<file path="config.mk">
export PLATFORM = sky130hd
export DESIGN_NAME = ste_audio_top
export DESIGN_NICKNAME = d
export VERILOG_FILES = /design/src/hdl/ste_audio_pkg.sv /design/src/hdl/audio_mixer.sv /design/src/hdl/psg_channel_mix.sv /design/src/hdl/sigma_delta_channel.sv /design/src/hdl/ste_audio_top.sv
export SDC_FILE = /design/constraint.sdc
export NUM_CORES = 1
export LEC_CHECK = 0
export BUFFER_PORTS_ARGS = -buffer_cell sky130_fd_sc_hd__buf_2
export CAP_MARGIN = 20
export CORE_MARGIN = 5
export CORE_UTILIZATION = 60
export DETAILED_ROUTE_END_ITERATION = 8
export PLACE_DENSITY = 0.8
export RECOVER_POWER = 50
export SETUP_SLACK_MARGIN = 0.15
export SLEW_MARGIN = 10
export SYNTH_ARGS = -nofsm -noshare
export SYNTH_HDL_FRONTEND = slang
export SYNTH_SLANG_ARGS = --single-unit
</file>
<file path="constraint.sdc">
create_clock -name clk_32 -period 2.8 [get_ports clk_32]
set_clock_uncertainty 0.1 [all_clocks]
set_input_delay 0.42 -clock clk_32 [delete_from_list [all_inputs] [get_ports clk_32]]
set_output_delay 0.42 -clock clk_32 [all_outputs]
set_load 0.02 [all_outputs]
</file>
<file path="src/hdl/ste_audio_pkg.sv">
`default_nettype none

package ste_audio_pkg;

	// ym2149 tone channels
	localparam int unsigned PSG_CH_W  = 8;     // one unsigned channel level
	localparam int unsigned PSG_SUM_W = 10;    // a+b+c tops out at 765
	localparam int unsigned PSG_MID   = 512;   // center of the 10 bit sum

	// ste dma sound, one unsigned byte per side
	localparam int unsigned DMA_W   = 8;
	localparam int unsigned DMA_MID = 128;

	// signed mix per side and the dac accumulator behind it
	localparam int unsigned MIX_W     = 15;
	localparam int unsigned DAC_ACC_W = 16;    // carry out is the dac bit

	// both sources widen to 14 bits plus a sign copy in the mix
	// the low bits are filled from the source's own top bits
	localparam int unsigned PSG_FILL_W = MIX_W - 1 - PSG_SUM_W;   // 4
	localparam int unsigned DMA_FILL_W = MIX_W - 1 - DMA_W;       // 6

	typedef logic [PSG_SUM_W-1:0] psg_sum_t;      // unsigned tone sum
	typedef logic signed [MIX_W-1:0] mix_t;      // centered audio mix

	// psg channel routing
	typedef enum logic {
		PSG_MONO   = 1'b0,   // a+b+c on both sides
		PSG_STEREO = 1'b1    // a+b left, c+b right
	} psg_mode_e;

endpackage

`default_nettype wire

</file>
<file path="src/hdl/audio_mixer.sv">
`default_nettype none

module audio_mixer import ste_audio_pkg::*; (
	input  wire             clk_32,
	input  wire             xsint,
	input  wire psg_sum_t   psg_l_i,
	input  wire psg_sum_t   psg_r_i,
	input  wire [DMA_W-1:0] dma_l_i,
	input  wire [DMA_W-1:0] dma_r_i,
	output mix_t            mix_l_o,
	output mix_t            mix_r_o
);

	// psg sum to signed 14 bit, sign copied once more on top
	// e.g. 0x3ff centers to 0x1ff with fill 0x7 for near full scale
	function automatic mix_t widen_psg(input psg_sum_t sum);
		logic [PSG_SUM_W-1:0] s;
		s = sum - PSG_SUM_W'(PSG_MID);
		return {s[PSG_SUM_W-1], s, s[PSG_SUM_W-1 -: PSG_FILL_W]};
	endfunction

	// same idea for the dma byte with a wider fill
	function automatic mix_t widen_dma(input logic [DMA_W-1:0] sample);
		logic [DMA_W-1:0] d;
		d = sample - DMA_W'(DMA_MID);
		return {d[DMA_W-1], d, d[DMA_W-1 -: DMA_FILL_W]};
	endfunction

	mix_t psg_l_w;
	mix_t psg_r_w;
	mix_t dma_l_w;
	mix_t dma_r_w;

	mix_t mix_l_nxt;
	mix_t mix_r_nxt;

	assign psg_l_w = widen_psg(psg_l_i);
	assign psg_r_w = widen_psg(psg_r_i);

	// dma samples come straight from the top level ports
	assign dma_l_w = widen_dma(dma_l_i);
	assign dma_r_w = widen_dma(dma_r_i);

	// two 14 bit values, sum wraps at 15 bits
	assign mix_l_nxt = psg_l_w + dma_l_w;
	assign mix_r_nxt = psg_r_w + dma_r_w;

	// second pipeline stage
	always_ff @(posedge clk_32 or negedge xsint) begin
		if (!xsint) begin
			mix_l_o <= '0;
			mix_r_o <= '0;
		end else begin
			mix_l_o <= mix_l_nxt;
			mix_r_o <= mix_r_nxt;
		end
	end

endmodule

`default_nettype wire

</file>
<file path="src/hdl/psg_channel_mix.sv">
`default_nettype none

module psg_channel_mix import ste_audio_pkg::*; (
	input  wire                clk_32,
	input  wire                xsint,
	input  wire [PSG_CH_W-1:0] ym_a_i,
	input  wire [PSG_CH_W-1:0] ym_b_i,
	input  wire [PSG_CH_W-1:0] ym_c_i,
	input  wire                psg_stereo_i,
	output psg_sum_t           psg_l_o,
	output psg_sum_t           psg_r_o
);

	psg_mode_e mode;

	// channels zero extended to the sum width
	psg_sum_t ch_a;
	psg_sum_t ch_b;
	psg_sum_t ch_c;

	psg_sum_t sum_ab;
	psg_sum_t sum_cb;
	psg_sum_t sum_abc;

	// routed sums, registered below
	psg_sum_t sum_l;
	psg_sum_t sum_r;

	assign mode = psg_mode_e'(psg_stereo_i);

	assign ch_a = PSG_SUM_W'(ym_a_i);
	assign ch_b = PSG_SUM_W'(ym_b_i);
	assign ch_c = PSG_SUM_W'(ym_c_i);

	// no overflow possible with two spare bits
	assign sum_ab  = ch_a + ch_b;
	assign sum_cb  = ch_c + ch_b;
	assign sum_abc = sum_ab + ch_c;

	always_comb begin
		case (mode)
			PSG_STEREO: begin
				sum_l = sum_ab;    // b is heard on both sides
				sum_r = sum_cb;
			end
			default: begin
				sum_l = sum_abc;   // mono, all three everywhere
				sum_r = sum_abc;
			end
		endcase
	end

	// first pipeline stage
	always_ff @(posedge clk_32 or negedge xsint) begin
		if (!xsint) begin
			psg_l_o <= '0;
			psg_r_o <= '0;
		end else begin
			psg_l_o <= sum_l;
			psg_r_o <= sum_r;
		end
	end

endmodule

`default_nettype wire

</file>
<file path="src/hdl/sigma_delta_channel.sv">
`default_nettype none

module sigma_delta_channel import ste_audio_pkg::*; (
	input  wire       clk_32,
	input  wire       xsint,
	input  wire mix_t mix_i,
	output wire       bit_o
);

	// offset binary version of the mix, 0 = most negative
	logic [MIX_W-1:0] offs;

	// accumulator keeps only the bits below the carry
	logic [DAC_ACC_W-2:0] acc_q;
	logic [DAC_ACC_W-1:0] acc_sum;
	logic                 carry_q;

	assign offs = {~mix_i[MIX_W-1], mix_i[MIX_W-2:0]};

	// first order loop, old remainder plus new sample
	assign acc_sum = {1'b0, acc_q} + {1'b0, offs};

	// third pipeline stage
	// carry density follows offs / 2^15
	always_ff @(posedge clk_32 or negedge xsint) begin
		if (!xsint) begin
			acc_q   <= '0;
			carry_q <= 1'b0;
		end else begin
			acc_q   <= acc_sum[DAC_ACC_W-2:0];   // carry dropped
			carry_q <= acc_sum[DAC_ACC_W-1];
		end
	end

	assign bit_o = carry_q;   // straight to the pin

endmodule

`default_nettype wire

</file>
<file path="src/hdl/ste_audio_top.sv">
`default_nettype none

module ste_audio_top import ste_audio_pkg::*; (
	input  wire                clk_32,
	input  wire                xsint,
	input  wire [PSG_CH_W-1:0] ym_a_i,
	input  wire [PSG_CH_W-1:0] ym_b_i,
	input  wire [PSG_CH_W-1:0] ym_c_i,
	input  wire [DMA_W-1:0]    dma_l_i,
	input  wire [DMA_W-1:0]    dma_r_i,
	input  wire                psg_stereo_i,
	output wire                audio_l_o,
	output wire                audio_r_o
);

	// tone sums after stage one
	psg_sum_t psg_l;
	psg_sum_t psg_r;

	// signed mixes after stage two
	mix_t mix_l;
	mix_t mix_r;

	psg_channel_mix psg_channel_mix_i (
		.clk_32       ( clk_32       ),
		.xsint        ( xsint        ),
		.ym_a_i       ( ym_a_i       ),
		.ym_b_i       ( ym_b_i       ),
		.ym_c_i       ( ym_c_i       ),
		.psg_stereo_i ( psg_stereo_i ),
		.psg_l_o      ( psg_l        ),
		.psg_r_o      ( psg_r        )
	);

	audio_mixer audio_mixer_i (
		.clk_32       ( clk_32       ),
		.xsint        ( xsint        ),
		.psg_l_i      ( psg_l        ),
		.psg_r_i      ( psg_r        ),
		.dma_l_i      ( dma_l_i      ),   // dma bypasses stage one
		.dma_r_i      ( dma_r_i      ),
		.mix_l_o      ( mix_l        ),
		.mix_r_o      ( mix_r        )
	);

	// one modulator per audio pin
	sigma_delta_channel sigma_delta_l_i (
		.clk_32       ( clk_32       ),
		.xsint        ( xsint        ),
		.mix_i        ( mix_l        ),
		.bit_o        ( audio_l_o    )
	);

	sigma_delta_channel sigma_delta_r_i (
		.clk_32       ( clk_32       ),
		.xsint        ( xsint        ),
		.mix_i        ( mix_r        ),
		.bit_o        ( audio_r_o    )
	);

endmodule

`default_nettype wire

</file>
==> impl_metrics.yaml <==
clock_tree:
  cts_made_buffers: 9
  clkSinkCount: 81
  cts_tree: "yes"
  path_clk_slew_ps: 90
  cts-root-buf: "clkbuf_8"
  insertion_delay_ps: 360
  htreeDepth: 3
  clock_path_buffers: 2
cells_and_area:
  finalNetCount: 822
  syn_to_final_growth_pct: 19.73
  postLayoutCellArea_mm2: 0.006888
  nFillCells: 656
  antenna-diode-count: 0
  utilization: 0.7419
  layout-drive-gt1-share: 0.1960
synthesis:
  syn_nets: 727
  synth_seq_cells: 81
  synth.avg_cell_area_um2: 9.685
  yosysSeqAreaShare: 0.3523
  synthDistinctLibCells: 62
  synth_edf_count: 0
  yosys_most_used_dff: "dfrtp_1"
  synthArstFlopShare: 1.000
  ys_warn_count: 0
  syn_area_mm2: 0.005753
  synth_cells: 594
critical_path:
  cp.required_ps: 2960
  path_max_fanout: 4
  crit_type: "in2reg"
  crit_path_start_kind: "input pin"
  end_kind: "flop"
  crit_arrival_ps: 2860
run:
  maxCapViolCount: 0
pwr:
  internal_power_w: 0.004466
  p_clk_frac: 0.126
  p_sw_frac: 0.4242
  sequentialPowerShare: 0.255
  finalPower_w: 0.007756
  p_comb_frac: 0.619
  p_leak_nw: 3.274
  power.density_mw_per_mm2: 1126
  p_sw_w: 0.003290
  irDropWorstVdd_v: 0.0006170
floorplan:
  fp.dieH_um: 107.9
  die_x_um: 107.9
  design.core.area_mm2: 0.009284
  rows: 35
  die-area_mm2: 0.01165
  initial_core_util: 0.6197
  ios: 45
sta:
  period_needed_ps: 2702
  final_hold_viol_count: 0
  period_share: 0.9651
  worstMarginPinSlew_ps: 1220
  max_slew_margin: 0.1869
  rsz0062_at_grt: "true"
  slew_violations: 0
  finalSetupViolations: 0
  fin_setup_tns_ps: 0
  max_freq_ghz: 0.3701
placed_design:
  place_area_mm2: 0.006411
  gp_congestion: 0.8935
  dp_hpwl_um: 9915
  port_buffers: 44
route:
  wire_per_inst_um: 16.25
  drt_iter0_drc: 358
  vias: 4858
  viasPerCell: 5.903
  dr.pass1.iters: 4
  drt-total-wl_um: 13380
  drc: 0
  drtAntennaViolNets: 0
global_route:
  grt_pass1_vias: 5116
  grt_first_pass_wirelength_um: 22680
  antenna_found_initial: 0
  grt_max_degree: 51
  grt_usage: 0.2421
  grt-ovfl-total: 0
worst_hold_path:
  hold_path_class: "in2reg"
status:
  outcome: "finished clean"
[state kept, by name, summed over array words and instances (netlist names)]
| name | count |
|---|---|
| sigma_delta_r_i.acc_q | 15 |
| audio_mixer_i.mix_l_o | 15 |
| sigma_delta_r_i.bit_o | 1 |
| psg_channel_mix_i.psg_r_o | 9 |
| sigma_delta_l_i.acc_q | 15 |
| sigma_delta_l_i.bit_o | 1 |
| psg_channel_mix_i.psg_l_o | 10 |
| audio_mixer_i.mix_r_o | 15 |
[placed cells by master (no fill, tap or decap), drive strengths merged, types with 7 or more instances in the layout]
cell type,instances
ha,83
buf,82
dfrtp,81
inv,49
a21oi,46
xnor2,41
nor2,41
nand2,40
o21ai,37
a21o,21
clkbuf,16
o21a,15
xor2,12
nand3,10
nor3,10
a31oi,9
nor2b,8
fa,7
[layout make-up]
class	instances	area [um2]	area share
Multi-Input combinational cell	462	3709	0.5384
Clock buffer	11	141.4	0.02053
Sequential cell	81	2027	0.2943
Inverter	47	176.4	0.02561
Clock inverter	5	86.33	0.01253
Timing Repair Buffer	88	586.8	0.08520
Tap cell	129	161.4	0.02343
[power groups by stage]
stage | clock network (W) | logic, W | registers, W
after global routing | 0.00104 | 0.00537 | 0.00202
after global placement | 0 | 0.00434 | 0.00198
after floorplan | 0 | 0.00361 | 0.00192
after CTS | 0.000992 | 0.00470 | 0.00198
final | 0.000977 | 0.00480 | 0.00198
after detailed placement | 0 | 0.00457 | 0.00199
[critical path: stages]
cell	delay, ps
buf_6	100
buf_6	110
fa_2	390
a21o_1	200
nand4_1	110
o21ai_2	80
nor2_1	150
xnor2_1	160
ha_1	340
nor2_1	110
a21oi_2	200
mux2_4	330
a21o_1	150
[per-layer routing]
metal	vias up	track usage	part of all wire
met5	-	0	0
met4	0	0.1235	0.043
met3	46	0.04079	0.044
met2	135	0.4392	0.51
met1	2342	0.2720	0.40
li1	2335	-	-
[synthesized netlist by cell type (all sizes together) (9+ instances only)]
master	count	area, um2
ha	83	1039
dfrtp	81	2027
inv	47	176.4
a21oi	46	234.0
nor2	41	153.9
xnor2	41	359.1
nand2	40	150.1
o21ai	37	185.2
a21o	21	166.4
o21a	15	112.6
xor2	12	105.1
nand3	10	50.05
nor3	10	50.05
a31oi	9	56.30
[through the flow]
step                      hold WS, ps  setup slack, ps  std cells
after CTS                       241.9            132.6        819
after detailed placement        359.9           -307.5        797
after floorplan                 24.41            31.59        594
final                           250.9            97.71        823
after global routing            245.6           -45.82        823
after global placement          353.2           -216.7        797
[cells by family (layout without fill, tap and decap cells)]
family | Yosys count | in the layout | share of synthesized area
AO/OA/AOI/OAI | 180 | 180 | 0.2131
XOR/XNOR | 53 | 53 | 0.08069
adder cells (fa/ha/maj) | 90 | 90 | 0.2049
buffers and inverters | 51 | 151 | 0.03327
flip-flops | 81 | 81 | 0.3523
multiplexers | 1 | 1 | 0.001957
AND/OR/NAND/NOR | 138 | 138 | 0.1137
[timing repair]
action | in CTS | in global routing
setup endpoints to repair | 4 | 8
hold buffers | 1 | 0
resized for setup | 20 | 12
setup buffers | 5 | 4
pin swaps | 20 | 6
hold endpoints to repair | 4 | 0
[final timing paths]
kind,end,cells past startpoint,slack [ps],start
max,psg_channel_mix_i.psg_r_o[7],13,100,ym_a_i[1]
min reg2reg,sigma_delta_r_i.acc_q[0],1,380,sigma_delta_r_i.acc_q[0]
min,audio_mixer_i.mix_r_o[0],2,250,dma_r_i[2]
min in group asynchronous,sigma_delta_r_i.acc_q[7],2,760,xsint
max in group asynchronous,psg_channel_mix_i.psg_r_o[5],3,800,xsint
max reg2reg,audio_mixer_i.mix_l_o[13],7,290,psg_channel_mix_i.psg_l_o[0]
(Power assumes the default switching activity.)
